--- src/design/mem_req_pkg.sv ---
// shared types for the request path; word addressed, 256 x 32-bit, no byte selects
package mem_req_pkg;

    // word address into the sram, 256 words
    typedef logic [7:0] addr_t;

    // one full data word
    typedef logic [31:0] data_t;

    // one client request as it sits in a queue
    // 41 bits: write flag, address, write data
    typedef struct packed {
        logic  we;
        addr_t addr;
        data_t wdata;
    } mem_req_t;

    // wishbone classic, master to slave
    // no sel, no cti/bte, no lock
    typedef struct packed {
        logic  cyc;
        logic  stb;
        logic  we;
        addr_t adr;
        data_t dat_w;
    } wb_m2s_t;

    // wishbone classic, slave to master
    // no err or rty, the slave always completes
    typedef struct packed {
        logic  ack;
        data_t dat_r;
    } wb_s2m_t;

endpackage

--- src/design/wb_master.sv ---
// single-outstanding wishbone classic master; reads answer for one cycle, writes are silent
`timescale 1ns/100ps

module wb_master #(
    parameter int NUM_PORTS = 2
) (
    input  logic                         clk,
    input  logic                         rst,
    input  mem_req_pkg::mem_req_t        head [NUM_PORTS],
    input  logic                         any_valid,
    input  logic [$clog2(NUM_PORTS)-1:0] grant_idx,
    output logic                         take,
    output mem_req_pkg::wb_m2s_t         wb_o,
    input  mem_req_pkg::wb_s2m_t         wb_i,
    output logic [NUM_PORTS-1:0]         rsp_valid,
    output mem_req_pkg::data_t           rsp_data
);

    localparam int IDX_W = $clog2(NUM_PORTS);

    // BUS holds cyc/stb, DONE is the response cycle with the bus released
    typedef enum logic [1:0] {
        IDLE,
        BUS,
        DONE
    } state_t;

    state_t state;

    // request in flight and who asked for it
    mem_req_pkg::mem_req_t cur_req;
    logic [IDX_W-1:0]      cur_idx;

    // DONE can take the next request straight away
    assign take = (state != BUS) && any_valid;

    always_ff @(posedge clk) begin
        if (rst) begin
            state <= IDLE;
        end else begin
            case (state)
                IDLE: if (take) state <= BUS;
                BUS:  if (wb_i.ack) state <= DONE;
                DONE: state <= take ? BUS : IDLE;
                default: state <= IDLE;
            endcase
        end
    end

    // latch the granted head on the take edge
    always_ff @(posedge clk) begin
        if (take) begin
            cur_req <= head[grant_idx];
            cur_idx <= grant_idx;
        end
    end

    // adr, we and dat_w stay put until ack
    assign wb_o.cyc   = (state == BUS);
    assign wb_o.stb   = (state == BUS);
    assign wb_o.we    = cur_req.we;
    assign wb_o.adr   = cur_req.addr;
    assign wb_o.dat_w = cur_req.wdata;

    // one-cycle pulse to the issuing client only
    always_ff @(posedge clk) begin
        if (rst) begin
            rsp_valid <= '0;
        end else begin
            for (int i = 0; i < NUM_PORTS; i++) begin
                rsp_valid[i] <= (state == BUS) && wb_i.ack && !cur_req.we &&
                                (cur_idx == IDX_W'(i));
            end
        end
    end

    // read data captured with ack, shared by all clients
    always_ff @(posedge clk) begin
        if ((state == BUS) && wb_i.ack) begin
            rsp_data <= wb_i.dat_r;
        end
    end

endmodule

--- config.mk ---
export PLATFORM = sky130hd
export DESIGN_NAME = wb_master
export DESIGN_NICKNAME = d
export VERILOG_FILES = /design/src/design/mem_req_pkg.sv /design/src/design/wb_master.sv
export SDC_FILE = /design/constraint.sdc
export NUM_CORES = 1
export LEC_CHECK = 0
export BUFFER_PORTS_ARGS = -buffer_cell sky130_fd_sc_hd__buf_4
export CORE_ASPECT_RATIO = 0.6
export CORE_MARGIN = 1.5
export CORE_UTILIZATION = 38
export DETAILED_ROUTE_END_ITERATION = 16
export HOLD_SLACK_MARGIN = 0.05
export PLACE_DENSITY = 0.83
export SLEW_MARGIN = 20
export SYNTH_ARGS = -nofsm -noshare
export SYNTH_HDL_FRONTEND = slang
export SYNTH_SLANG_ARGS = --single-unit
--- constraint.sdc ---
create_clock -name clk -period 2.8 [get_ports clk]
set_input_delay 0.14 -clock clk [delete_from_list [all_inputs] [get_ports clk]]
set_output_delay 0.14 -clock clk [all_outputs]
set_load 0.01 [all_outputs]
======== After elaboration in Yosys (flattened, before gate mapping) ========
Cells that the tools add are included.
word-level totals
  bits of input ports ..................... 119
  register bits after elaboration ......... 78
operators by class
  mux-type cells .......................... 7
  reduce and logical (&&, ||, !) cells .... 8
  eq/ne operators ......................... 5
  $lt $le $gt $ge ......................... 1
  bitwise operators ....................... 2
operator list
  operator                                                               count
  41-bit 2-to-1 mux                                                      3
  2-bit case mux with 3 select lines                                     1
  1-bit logical AND                                                      5
  2-bit 2-to-1 mux                                                       2
  2-bit by 1-bit != test with 1-bit output, second input constant        2
  2-bit by 1-bit equality test with 1-bit output, second input constant  1
  2-bit equality test, second input constant                             1
  2-bit greater-or-equal comparator, second input constant               1
  2-bit logical NOT                                                      1
  2-bit != test, second input constant                                   1
  1-bit NOT with 2-bit output                                            1
  2-bit AND reduction                                                    1
  1-bit logical NOT                                                      1
  1-bit 2-to-1 mux                                                       1
  1-bit NOT                                                              1

======== Logic depth before layout (Yosys ltp) ========
  depth after elaboration ................. 4
  gate-level depth with buffers ........... 3

======== Worst setup path after synthesis ========
No wires, ideal clock.
  kind .................................... register to register
  from .................................... register state[0]
  to ...................................... register cur_idx, enable pin
  cell stages (with the launch flop) ...... 3
  period minus slack after synthesis ...... 2.966 ns
  buffers on the path ..................... 0
  setup slack ............................. -0.166 ns
  arrival time ............................ 2.514 ns
  path through ............................ dfxtp_1 nor2b_1 nor2b_1
on the way
  longest elaborated chain between the ends .. 2
ends and longest elaborated chain
  what                                      RTL line         text
  from (decl)                               wb_master.sv:28  state_t state;
  from (signal assigned)                    wb_master.sv:44  DONE: state <= take ? BUS : IDLE;
  2-bit by 1-bit != test with 1-bit output  wb_master.sv:35  assign take = (state != BUS) && any_valid;
  1-bit logical AND                         wb_master.sv:35
  net take                                  wb_master.sv:12  output logic take,
  to (signal assigned)                      wb_master.sv:54  cur_idx <= grant_idx;
  to (decl)                                 wb_master.sv:32  logic [IDX_W-1:0] cur_idx;
The timed path passes the listed nets, and every way through them passes these cells.
A chain may end at the register's enable or synchronous reset.

======== Worst setup path after layout ========
  from .................................... register state[0]
  to ...................................... output port take
on the way
  longest elaborated chain between the ends .. 2
ends and longest elaborated chain
  what                                      RTL line
  2-bit by 1-bit != test with 1-bit output  wb_master.sv:35
  1-bit logical AND                         wb_master.sv:35
  to (decl)                                 wb_master.sv:12
No other way between the ends.

==> flow_summary.ini <==
[global_routing]
grt.total_usage_pct = 18.0
antenna_found_initial = 0
grt_pass1_vias = 2205
grt-ovfl-total = 0
groute.layer.met1.usage_pct = 19.8
grt_util_met3_pct = 7.66
grt_max_degree = 44
grt_first_pass_wirelength_mm = 11.6
grt.busiest_layer = met2
grtUsageMet2_pct = 32.2

[die]
core_um2 = 7880
dieArea_um2 = 8680
rows = 25
fp.dieH_um = 72.8
io_pins = 197
die_w_um = 119
start_util_pct = 39.1

[power]
power.leakage_uw = 0.00235
combPwrFrac_pct = 14.2
power.density_nw_per_um2 = 584
p_int_uw = 2450
p_clk_share_pct = 41.0
switching_share_pct = 20.3
p_sw_uw = 627
seq_power_share_pct = 44.9
ir_drop_uv = 280

[clocking]
cts-resized-gates = 0
cts_tree = done
clkTransAtPathRegs_ns = 0.06
htree_levels = 3
cts.path.max_buffers = 2
cts_root_buf = clkbuf_16
insertion_delay_ns = 0.33
post_cts_buffers = 0
cts_made_buffers = 9
clock-sinks = 78

[yosys]
syn_inst = 135
synth_nets = 254
yosysSeqAreaShare_pct = 74.6
ys_ff_latch = 78
synth_top_cell_by_area = edfxtp_1
yosys.area.top_type_share_pct = 72.0
yosysUniqueCellTypes = 14
synthTopCellsByArea = edfxtp_1 (72%), mux2_4 (19%), buf_12 (2.6%), dfxtp_1 (2.6%), and2_1 (0.41%)
avgSynthCellArea_um2 = 22.8
yosys_warnings = 0
netlist_area_um2 = 3080

[timing]
grt_setup_unrepaired = false
max_freq_ghz = 0.542
slew_headroom_pct = 49.8
hold_viol = 0
worstMarginPinSlew_ns = 0.752
final-max-slew-violation-count = 0
fin_crit_sh_pct = 65.9
skew_ns = 0.00429
layout_min_cycle_time_ns = 1.85
finalSetupViolCount = 0
finalSetupTns_ns = 0

[critical_path]
crit_path_end_kind = output port
cpMaxStageDelayCell = nor2b_1
cp_max_fo = 43
path_class = flop to output port
crit_family = buffers and inverters
critPathLaunchType = flop
cp_num_buf_inv = 2
arrival_ns = 1.71
crit_chain = nor2b_1 > nor2b_4 > buf_4 > buf_4
cp_common_cell = buf_4
slowest_delay_ns = 0.41
required_ns = 2.66

[cells_and_area]
final_cell_mix = buf_4 (198), edfxtp_1 (74), mux2_4 (40)
nNetsFinal = 490
syn2layout_area_growth_pct = 71.1
fill_cells = 566
drive_above_1_share_pct = 68.4
mostFrequentLayoutCell = buf_4
antenna_cells_inserted = 0
final_util_pct = 67.0

[drt]
wire_per_inst_um = 16.0
via_count = 2149
drt-initial-drc-count = 157
drc_errors = 0
first_pass_iters = 4
ant_nets = 0
wl_mm = 7.72
detail_route.vias_per_cell = 4.44

[place]
dp_hpwl_mm = 5.30
place_congestion = 0.750
io_buffers = 196

[min_path]
hold_path.class = input port to flop

[outcome]
outcome = completed

[job]
cap_violations = 0
power by group through the flow:
| stage | clock [uW] | sequential, uW | combinational (uW) |
|---|---|---|---|
| final | 1260 | 1380 | 437 |
| after global routing | 1340 | 1390 | 466 |
| after CTS | 1290 | 1380 | 440 |
| after detailed placement | 0 | 1410 | 401 |
| after global placement | 0 | 1400 | 391 |
| after floorplan | 0 | 1440 | 133 |
final cells by class:
class	count	area, um2	area share, %
sequential	78	2300	43.6
timing repair buffer	231	1820	34.4
multi-input combinational	51	691	13.1
clock buffer	10	239	4.53
tap	108	135	2.56
clock inverter	6	93.8	1.78
path summary, 6_finish.rpt:
check | startpoint | endpoint | slack, ns | cells past startpoint
max | state[0]$_SDFFE_PP0P_ | take | 0.95 | 4
min reg2reg | cur_idx$_DFFE_PN_ | rsp_valid[1]$_SDFF_PP0_ | 0.56 | 1
max reg2reg | state[0]$_SDFFE_PP0P_ | rsp_data[15]$_DFFE_PP_ | 1.11 | 3
min | any_valid | state[0]$_SDFFE_PP0P_ | 0.07 | 2
sequential cells by signal, summed over array words and instances (netlist names):
register / cells
rsp_data: 32
rsp_valid: 2
cur_idx: 1
state: 2
wb_o: 41
metal layers:
layer / vias to the layer above / wire (um)
met4: 0 / 132
li1: 997 / -
met1: 1022 / 2780
met2: 119 / 4140
met3: 11 / 670
met5: - / 0
kinds of logic after synthesis:
kind of cell / count (synthesis) / synth area share [%]
flip-flops: 78 / 74.6
multiplexers: 41 / 19.8
AND/OR/NAND/NOR: 9 / 2.03
buffers and inverters: 6 / 3.21
AO/OA/AOI/OAI: 1 / 0.284
Yosys cell counts (all sizes together):
master	number
nor2b	2
dfxtp	4
and4b	1
and2	2
nor3b	1
and4bb	1
buf	6
nor2	2
a22o	1
mux2	41
edfxtp	74
per-stage QoR:
| step | setup WS, ns | std cells | area, um2 | hold slack [ns] | power (uW) |
|---|---|---|---|---|---|
| 2_1_floorplan | 0.691 | 135 | 3090 | 0.239 | 1570 |
| 5_1_grt | 0.863 | 484 | 5280 | 0.0553 | 3200 |
| 6_report | 0.954 | 484 | 5280 | 0.0726 | 3080 |
| 3_3_place_gp | 1.25 | 435 | 4610 | 0.319 | 1790 |
| 4_1_cts | 0.956 | 484 | 5280 | 0.0545 | 3120 |
| 3_5_place_dp | 1.17 | 435 | 4610 | 0.319 | 1810 |
what timing repair did:
action | 4_1_cts | 5_1_grt
setup endpoints to repair | 0 | 0
hold buffers | 33 | 0
endpoints found under the hold margin | 33 | 0
(Power assumes the default switching activity.)
