File: src/design/mem_req_pkg.sv
// shared types for the request path; word addressed, 256 x 32-bit, no byte selects
package mem_req_pkg;

    // word address into the sram, 256 words
    typedef logic [7:0] addr_t;

    // one full data word
    typedef logic [31:0] data_t;

    // one client request as it sits in a queue
    // 41 bits: write flag, address, write data
    typedef struct packed {
        logic  we;
        addr_t addr;
        data_t wdata;
    } mem_req_t;

    // wishbone classic, master to slave
    // no sel, no cti/bte, no lock
    typedef struct packed {
        logic  cyc;
        logic  stb;
        logic  we;
        addr_t adr;
        data_t dat_w;
    } wb_m2s_t;

    // wishbone classic, slave to master
    // no err or rty, the slave always completes
    typedef struct packed {
        logic  ack;
        data_t dat_r;
    } wb_s2m_t;

endpackage

File: src/design/binary_occupancy.sv
// occupancy tracker only; caller must never push when full or pop when empty
`timescale 1ns/100ps

module binary_occupancy #(
    parameter int DEPTH = 4
) (
    input  logic clk,
    input  logic rst,
    input  logic push,
    input  logic pop,
    output logic valid,
    output logic empty,
    output logic full
);

    // one extra bit so a count of DEPTH fits
    localparam int CNT_W = $clog2(DEPTH) + 1;

    logic [CNT_W-1:0] count;

    // entry count
    always_ff @(posedge clk) begin
        if (rst) begin
            count <= '0;
        end else begin
            case ({push, pop})
                2'b10:   count <= count + 1'b1;
                2'b01:   count <= count - 1'b1;
                default: count <= count;
            endcase
        end
    end

    // valid and full follow the count on the same edge
    // push and pop together leave both alone
    always_ff @(posedge clk) begin
        if (rst) begin
            valid <= 1'b0;
            full  <= 1'b0;
        end else begin
            case ({push, pop})
                2'b10: begin
                    valid <= 1'b1;
                    // last free slot being taken
                    full  <= (count == CNT_W'(DEPTH - 1));
                end
                2'b01: begin
                    // last entry leaving
                    valid <= !(count == CNT_W'(1));
                    full  <= 1'b0;
                end
                default: begin
                    valid <= valid;
                    full  <= full;
                end
            endcase
        end
    end

    assign empty = ~valid;

endmodule

File: src/design/req_fifo.sv
// request queue; FIFO_DEPTH must be a power of two and at least 2, push must be gated by full
`timescale 1ns/100ps

module req_fifo #(
    parameter int FIFO_DEPTH = 4
) (
    input  logic                 clk,
    input  logic                 rst,
    input  logic                 push,
    input  mem_req_pkg::mem_req_t push_req,
    input  logic                 pop,
    output mem_req_pkg::mem_req_t head,
    output logic                 head_valid,
    output logic                 full
);

    localparam int PTR_W = $clog2(FIFO_DEPTH);

    // request storage, no reset needed
    mem_req_pkg::mem_req_t entries [FIFO_DEPTH];

    logic [PTR_W-1:0] wr_ptr;
    logic [PTR_W-1:0] rd_ptr;

    // pointers wrap on their own since depth is a power of two
    always_ff @(posedge clk) begin
        if (rst) begin
            wr_ptr <= '0;
        end else if (push) begin
            wr_ptr <= wr_ptr + 1'b1;
        end
    end

    always_ff @(posedge clk) begin
        if (rst) begin
            rd_ptr <= '0;
        end else if (pop) begin
            rd_ptr <= rd_ptr + 1'b1;
        end
    end

    // write the new request into the slot at the tail
    always_ff @(posedge clk) begin
        if (push) begin
            entries[wr_ptr] <= push_req;
        end
    end

    // head is visible the cycle after its push
    assign head = entries[rd_ptr];

    // occupancy gives head_valid and full, empty is just ~head_valid
    binary_occupancy #(
        .DEPTH (FIFO_DEPTH)
    ) u_binary_occupancy (
        .clk   (clk),
        .rst   (rst),
        .push  (push),
        .pop   (pop),
        .valid (head_valid),
        .empty (),
        .full  (full)
    );

endmodule

File: config.mk
export PLATFORM = sky130hd
export DESIGN_NAME = req_fifo
export DESIGN_NICKNAME = d
export VERILOG_FILES = /design/src/design/mem_req_pkg.sv /design/src/design/binary_occupancy.sv /design/src/design/req_fifo.sv
export SDC_FILE = /design/constraint.sdc
export NUM_CORES = 1
export LEC_CHECK = 0
export BUFFER_PORTS_ARGS = -buffer_cell sky130_fd_sc_hd__buf_4
export CAP_MARGIN = 20
export CORE_MARGIN = 3
export CORE_UTILIZATION = 57
export CTS_CLUSTER_DIAMETER = 120
export DETAILED_ROUTE_END_ITERATION = 8
export PLACE_DENSITY = 0.82
export SLEW_MARGIN = 20
export SYNTH_ARGS = -nofsm -noshare
export SYNTH_HDL_FRONTEND = slang
export SYNTH_SLANG_ARGS = --single-unit
File: constraint.sdc
create_clock -name clk -period 2.4 [get_ports clk]
set_input_delay 0.12 -clock clk [delete_from_list [all_inputs] [get_ports clk]]
set_output_delay 0.12 -clock clk [all_outputs]
set_load 0.1 [all_outputs]
; After elaboration in Yosys (flattened, before gate mapping)
; Memories as Yosys holds them, arrays and structs flattened. A register that Yosys moved wholly into a read port is not among the register bits.
; Cells that the tools add are included.
[word_totals]
regBits = 9
mem_bits_rw = 164
input_bits = 45
out_inout_bits = 43
word_cells = 23
memories = 1
[op_classes]
addsub = 4
n_eq_ne = 4
mux = 7
reduce_logical = 2
[mem_list]
columns = name, depth, word_bits, rd, rd_clocked_by_memory_dff, write_ports, line_no
row1 = entries, 4, 41, 1, 1, 1, req_fifo.sv:20  ; mem_req_pkg::mem_req_t entries [FIFO_DEPTH];
[op_table]
columns = cell, count
row1 = $pmux 3 s2, 1
row2 = $add 2x1->2 const B, 2
row3 = $mux 2, 2
row4 = $pmux 1 s2, 2
row5 = $add 3x1->3 const B, 1
row6 = $eq 3x1->1 const B, 1
row7 = $eq 3x2->1 const B, 1
row8 = $sub 3x1->3 const B, 1
row9 = $eq 2x1->1 const B, 1
row10 = $eq 2x2->1 const B, 1
row11 = $mux 1, 2
row12 = $reduce_bool 2->1, 1
row13 = $logic_not 1->1, 1

; Longest topological paths before layout
; Gate-level depths: netlist of run 1.
[depth]
ltp_word = 3
mapped_depth = 6
ltp_nobuf = 5

; Modules after synthesis
; From an unflattened synthesis of run 1, not the netlist that was laid out.
[unflattened]
hier_cells = 277
hier_area_um2 = 6563.8
[by_module_without_submodules]
columns = mod, n_inst, cells_each, area_per_inst_um2, seq_area_each_um2
row1 = req_fifo, 1, 241, 6234.7, 5044.8
row2 = binary_occupancy, 1, 36, 329.1, 100.1

; Worst setup path after synthesis of run 1
; Ideal clock, no wire load.
[synth_path]
path_kind = flip-flop to flip-flop
startpoint = reg wr_ptr[0]
endpoint = mem entries[2][0] (netlist bit), enable pin
setup_ns = 0.402
arrival_ns = 1.533
required_time_ns = 1.998
slack_ns = 0.465
path_stages_with_launch = 4
synth_period_minus_slack_ns = 1.935
path_cell_list = dfxtp_1 > inv_1 > ha_1 > and2_1
[synth_rtl]
columns = element, line_no
row1 = start: declaration, req_fifo.sv:22  ; logic [PTR_W-1:0] wr_ptr;
row2 = start signal: assignment, req_fifo.sv:30  ; wr_ptr <= wr_ptr + 1'b1;
row3 = end: declaration, req_fifo.sv:20
; No word-level cell before the write port.

==> results of run 1 <==
## per-layer routing
metal | track usage | routed length [um]
met2 | 0.333 | 6310
met1 | 0.279 | 5050
met4 | 0.0873 | 239
met3 | 0.0487 | 598
met5 | 0 | 0
## how the worst min path moves through the flow
stage,depth (start not counted),to,startpoint
after floorplan,0,entries[0][0],push_req[0]
after global placement,1,entries[0][28],push_req[28]
after detailed placement,1,entries[3][9],push_req[9]
after CTS,3,wr_ptr[0],push
after global routing,3,wr_ptr[1],push
final,3,wr_ptr[0],push
## flip-flops by register name, summed over array words and instances (netlist names), named ones only
register,cells
u_binary_occupancy.valid,1
wr_ptr,2
u_binary_occupancy.full,1
entries,164
rd_ptr,2
u_binary_occupancy.count,3
## layout make-up
type / instances / area (um2)
clock buffer: 18 / 429
fill: 643 / 2690
clock inverter: 14 / 110
tap: 140 / 175
multi-input combinational: 83 / 1240
sequential: 175 / 5150
timing repair buffer: 136 / 1210
inverter: 7 / 26.3
## critical path, stage by stage (launching register included)
cell and delay [ns]:
dfxtp_4 0.62, buf_12 0.23, mux4_2 0.53, buf_4 0.25
## metrics by stage
stage | util | instances | setup WS (ns) | area (um2)
3_5_place_dp | 0.670 | 499 | 0.613 | 7390
3_3_place_gp | 0.670 | 499 | 0.637 | 7390
6_report | 0.757 | 573 | 0.218 | 8350
2_1_floorplan | - | 277 | 0.465 | 6530
4_1_cts | 0.757 | 573 | 0.157 | 8350
5_1_grt | 0.757 | 573 | 0.101 | 8350
## timing repair
action                                  4_1_cts  5_1_grt
hold buffers                                 42        0
endpoints found under the setup margin        0        0
endpoints found under the hold margin       175        0
## synth_stat cells
master	count
mux4_2	40
o21ai_0	2
nand2_1	2
buf_12	4
edfxtp_1	164
and2_1	4
nor2_1	9
a211oi_1	1
clkbuf_1	1
a311oi_1	1
xnor2_1	2
ha_1	10
a21oi_1	3
buf_1	1
nor3_1	1
buf_2	5
xor2_1	2
nor3b_1	1
mux2i_1	1
a31oi_1	1
mux4_1	1
dfxtp_1	11
nor2b_1	2
buf_6	1
inv_1	7
## report_power, final
part           internal [mW]  switching [mW]  leakage (nW)
registers               3.49          0.0688          1.60
clock network           1.34            1.15         0.242
logic                  0.442            1.09          1.04
total                   5.27            2.31          2.88
## logic make-up (layout without fill, tap and decap cells)
kind of cell    Yosys count  in the layout
fa+ha+maj                10             10
xor+xnor                  4              4
flops                   175            175
mux                      42             42
compound gates            8              8
simple gates             19             19
buf+inv                  19            175
==> results by group, run 1 <==
Critical path
  • Critical path required time: 2.28 ns
  • Worst Setup EP: head[35]
  • CP max FO: 21
  • WS Path Type: register to primary output
  • RR Startpoint: wr_ptr[0]
  • Worst R2R Path Depth: 4
  • Worst reg2reg endpoint: entries[2][11]
  • Worst setup EP type: primary output
  • R2R Setup Slk: between 0.8 and 0.9 ns
  • Critical Path Source Type: register
  • CP arrival: 2.06 ns

Clock tree
  • CTS sink cnt: approximately 180
  • CTS H-tree lvls: 4
  • Clk Tree Root Cell: clkbuf_16
  • Worst-path clk slew: 0.07 ns
  • Setup Fix Bufs, Post-CTS: 0
  • CTS Buf Count: 17
  • PostCTS Resize Cnt: 0
  • Worst-Skew Late Latency: 0.41 ns
  • CTS tree: built
  • Deepest clock path buffer count: 2

Die
  • Die area: 12,800 um2
  • Initial Utilization: 0.592
  • Die X: 113 um
  • Ports: 88
  • Core Rows: 38
  • Chip Height: 113 um
  • Core Area: between 10,000 and 15,000 um2

Synth
  • Seq/Total Area, Yosys: 0.788
  • Net count after synthesis: 332
  • Yosys top cell by area: edfxtp_1
  • Compound-cell area share of the yosys netlist: 0.00728
  • Post-synthesis mux area share: 0.143
  • Yosys reg bits: around 180
  • Synthesized netlist cell count: roughly 280
  • Synth Area in Simple Gates: 0.0140
  • Post-Synth XOR/XNOR Area: 0.00536
  • Post-synth top area share: 0.754
  • Yosys Warn Count: 0
  • Area contributors post-synth: edfxtp_1 75%, mux4_2 14%, dfxtp_1 3.4%, ha_1 1.9%, buf_12 1.2%
  • Mapped Avg Cell Area: 23.6 um2
  • Largest family of logic cells by synthesized area: multiplexers
  • Netlist cell types: 25
  • Synthesized cell area: 6530 um2
  • Adder-cell share of the synthesized area: 0.0192

Placement
  • Final HPWL DP: 7.36 mm
  • Gpl congestion: 0.691
  • PortBufs: 87

Timing
  • TNS Setup: 0 ns
  • Period Utilization, post-route: 0.909
  • FMAX: 458 MHz
  • Final count of hold timing violations: 0
  • RSZ-0062 raised after global routing: false
  • Slew Viols, Final: 0
  • Final hold slack: 0.0230 ns
  • Final Critical Period: 2.18 ns
  • Setup violations, final: 0
  • Clock skew: 0.00595 ns
  • Worst slew pin tran: 0.436 ns
  • Max-slew headroom: 0.709

Detailed routing
  • Vias: 3,164
  • DR pass1 iterations: 5
  • Routed wire per std cell: 21.3 um
  • Iter 0 DRT Violations: 275
  • DR vias/cell: roughly 5.5
  • Remaining antenna violation count: 0
  • Final wirelength: 12.2 mm
  • DR DRC count: 0

Cells and area
  • Most frequent cells in the layout: 164 x edfxtp_1, 87 x buf_4, 42 x dlygate4sd3_1
  • Share of layout cells above drive strength 1: 0.395
  • Ant diodes: 0
  • Final nets: 475
  • Commonest non-fill, non-tap cell in the layout: edfxtp_1
  • Area Growth Syn to Fin: 27.8%

Power and ir drop
  • PD cells: 908 nW/um2
  • Maximum VDD drop: around 0.00052 V
  • Total power: 7.58 mW
  • Pleak: 2.88 nW

GRT
  • First-pass GRT wire length: 19.1 mm
  • GRT Resource Usage Total: 0.208
  • Vias in the first global route: ~3,300
  • Antenna violations before repair: 0
  • Largest net degree at the start of global routing: 35
  • Total grt overflow: 0

Min path
  • HP Class: primary input to register

Flow run
  • Max-cap viol count: 0

Status
  • Status: finished, final reports clean
Note: power is estimated with default switching activity, not from simulation.
==> run 2, diff against run 1 <==
--- a/config.mk
+++ b/config.mk
@@ -8,11 +8,11 @@
 export BUFFER_PORTS_ARGS = -buffer_cell sky130_fd_sc_hd__buf_4
 export CAP_MARGIN = 20
 export CORE_MARGIN = 3
-export CORE_UTILIZATION = 57
+export CORE_UTILIZATION = 61
 export CTS_CLUSTER_DIAMETER = 120
 export DETAILED_ROUTE_END_ITERATION = 8
-export PLACE_DENSITY = 0.82
-export SLEW_MARGIN = 20
+export PLACE_DENSITY = 0.87
+export SLEW_MARGIN = 40
 export SYNTH_ARGS = -nofsm -noshare
 export SYNTH_HDL_FRONTEND = slang
 export SYNTH_SLANG_ARGS = --single-unit
==> constraint.sdc (replaced) <==
create_clock -name clk -period 2.6 [get_ports clk]
set_input_delay 0.13 -clock clk [delete_from_list [all_inputs] [get_ports clk]]
set_output_delay 0.13 -clock clk [all_outputs]
set_load 0.1 [all_outputs]
==> run 2 against run 1 <==
Net effect: clock skew up 0.0018 ns; sequential power down 7.3%; power down 4.8%; largest cell class unchanged; die area down 6.2%; routed wire length up 1.7%; clock power about the same; final area up 0.85%; register-to-register slack about the same; first-iteration DRC count down 1.5%; highest routed layer unchanged; cell count up 0.17%; worst setup slack worse by 0.031 ns.
==> results by group, run 2 (same netlist as run 1, synthesis figures left out) <==
Cells and area
  • Share of layout cells above drive strength 1: 0.389 (-0.00590)
  • Final nets: 479 (+0.84%)
  • Max FFs per register: 164 (unchanged)
  • Most frequent cells in the layout: 164 x edfxtp_1, 90 x buf_4, 45 x dlygate4sd3_1
  • Area Growth Syn to Fin: 28.9%
  • Commonest non-fill, non-tap cell in the layout: edfxtp_1
  • Fin util: 0.812 (+0.0551)
  • Largest registers: entries x164, u_binary_occupancy.count x3
  • Largest register by flop count: entries

Timing
  • TNS Setup: 0 ns (unchanged)
  • Final hold slack: 0.353 ns (+0.330 ns)
  • FMAX: roughly 410 MHz
  • RSZ-0062 raised after global routing: false
  • Slew Viols, Final: 0 (unchanged)
  • Max-slew headroom: 0.600 (-0.109)
  • Clock skew: 0.00770 ns (+0.00175 ns)
  • Final Critical Period: 2.41 ns
  • Final count of hold timing violations: 0 (unchanged)
  • Worst slew pin tran: 0.601 ns (+0.164 ns)
  • Setup violations, final: 0 (unchanged)
  • Period Utilization, post-route: 0.928

Die
  • Chip Height: 109 um (-3.2%)
  • Initial Utilization: 0.630 (+0.0377)
  • Die area: 12,000 um2 (-6.2%)
  • Core Area: 10,400 um2 (-6.0%)
  • Core Rows: 37 (-2.6%)
  • Ports: 88 (unchanged)
  • Die X: 109 um (-3.2%)

Clock tree
  • Deepest clock path buffer count: 2 (unchanged)
  • CTS tree: built
  • CTS H-tree lvls: 4 (unchanged)
  • Setup Fix Bufs, Post-CTS: 0 (unchanged)
  • Worst-path clk slew: 0.06 ns (about the same)
  • CTS Buf Count: 17 (unchanged)
  • CTS sink cnt: 175 (unchanged)
  • Clk Tree Root Cell: clkbuf_8
  • Worst-Skew Late Latency: 0.52 ns (+0.11 ns)

Detailed routing
  • DR vias/cell: 5.67 (+2.7%)
  • DR pass1 iterations: 4 (-1)
  • DR DRC count: 0 (unchanged)
  • Vias: 3,254 (+2.8%)
  • Iter 0 DRT Violations: 271 (-1.5%)
  • Remaining antenna violation count: 0 (unchanged)
  • Routed wire per std cell: 21.6 um (+1.5%)
  • Final wirelength: 12.4 mm (+1.7%)

Flow run
  • Max-cap viol count: 0 (unchanged)

GRT
  • Largest net degree at the start of global routing: 26 (-26%)
  • GRT Resource Usage Total: 0.226 (+0.0185)
  • First-pass GRT wire length: 19.0 mm (-0.65%)
  • Antenna violations before repair: 1 (+1)
  • Total grt overflow: 0 (unchanged)
  • Vias in the first global route: 3,379 (+1.7%)

Critical path
  • Critical Path Source Type: register
  • CP max FO: 25 (+19%)
  • Worst setup EP type: primary output
  • RR Startpoint: wr_ptr[0]
  • Critical path required time: 2.47 ns (+0.19 ns)
  • WS Path Type: register to primary output
  • CP arrival: 2.28 ns (+0.22 ns)

Power and ir drop
  • Total power: 7.21 mW (-4.8%)
  • PD cells: 857 nW/um2 (-5.6%)
  • Maximum VDD drop: 0.000547 V (+5.1%)
  • Pleak: 2.94 nW (+1.7%)

Placement
  • Final HPWL DP: 7.32 mm (-0.44%)
  • PortBufs: 87 (unchanged)
  • Gpl congestion: 0.763 (+10%)

Min path
  • HP Class: primary input to register
  • Min-delay src: push_req[25]

Status
  • Status: finished, final reports clean
## run 2: path summary, 6_finish.rpt
kind,endpoint,slack (ns),cells past startpoint
hold / removal,entries[2][25],0.35,2
setup / recovery,head[39],0.19,3
setup reg to reg,entries[2][40],0.87,4
hold reg to reg,u_binary_occupancy.full,0.52,2
## run 2: what timing repair did
| item | 4_1_cts | 5_1_grt |
|---|---|---|
| hold buffers | 45 | 0 |
| setup endpoints to repair | 0 | 0 |
| gates resized for setup | 0 | 0 |
| hold endpoints to repair | 175 | 0 |
## run 2: area by class of cell
class,instances,area [um2]
Multi-Input combinational cell,83,1240
Clock inverter,9,134
Inverter,7,26.3
Sequential cell,175,5150
Clock buffer,23,467
Tap cell,136,170
Antenna cell,1,2.50
Timing Repair Buffer,140,1230
Fill cell,500,1950
## run 2: routing by layer
layer,up-vias,part of all wire,track usage
met2,123,0.53,0.369
met3,19,0.066,0.0705
met4,0,0.018,0.0801
met1,1676,0.39,0.292
met5,-,0,0
li1,1436,-,-
## run 2: per-stage QoR
step | instance area [um2] | std cells | setup WS, ns
2_1_floorplan | 6530 | 277 | 0.665
3_3_place_gp | 7360 | 496 | 0.724
3_5_place_dp | 7360 | 496 | 0.669
5_1_grt | 8420 | 574 | 0.0302
4_1_cts | 8410 | 573 | 0.0967
6_report | 8420 | 574 | 0.186
## run 2: critical path, cell delays in order, from the launching register on
cell,delay [ns]
dfxtp_4,0.66
buf_4,0.29
mux4_2,0.55
buf_4,0.26
## run 2: where the power goes
part           internal [mW]  switching (mW)  total (mW)  leakage [nW]
registers               3.23          0.0714        3.30          1.60
logic                  0.406            1.00        1.41          1.06
clock network           1.54           0.966        2.51         0.280
total                   5.17            2.04        7.21          2.94
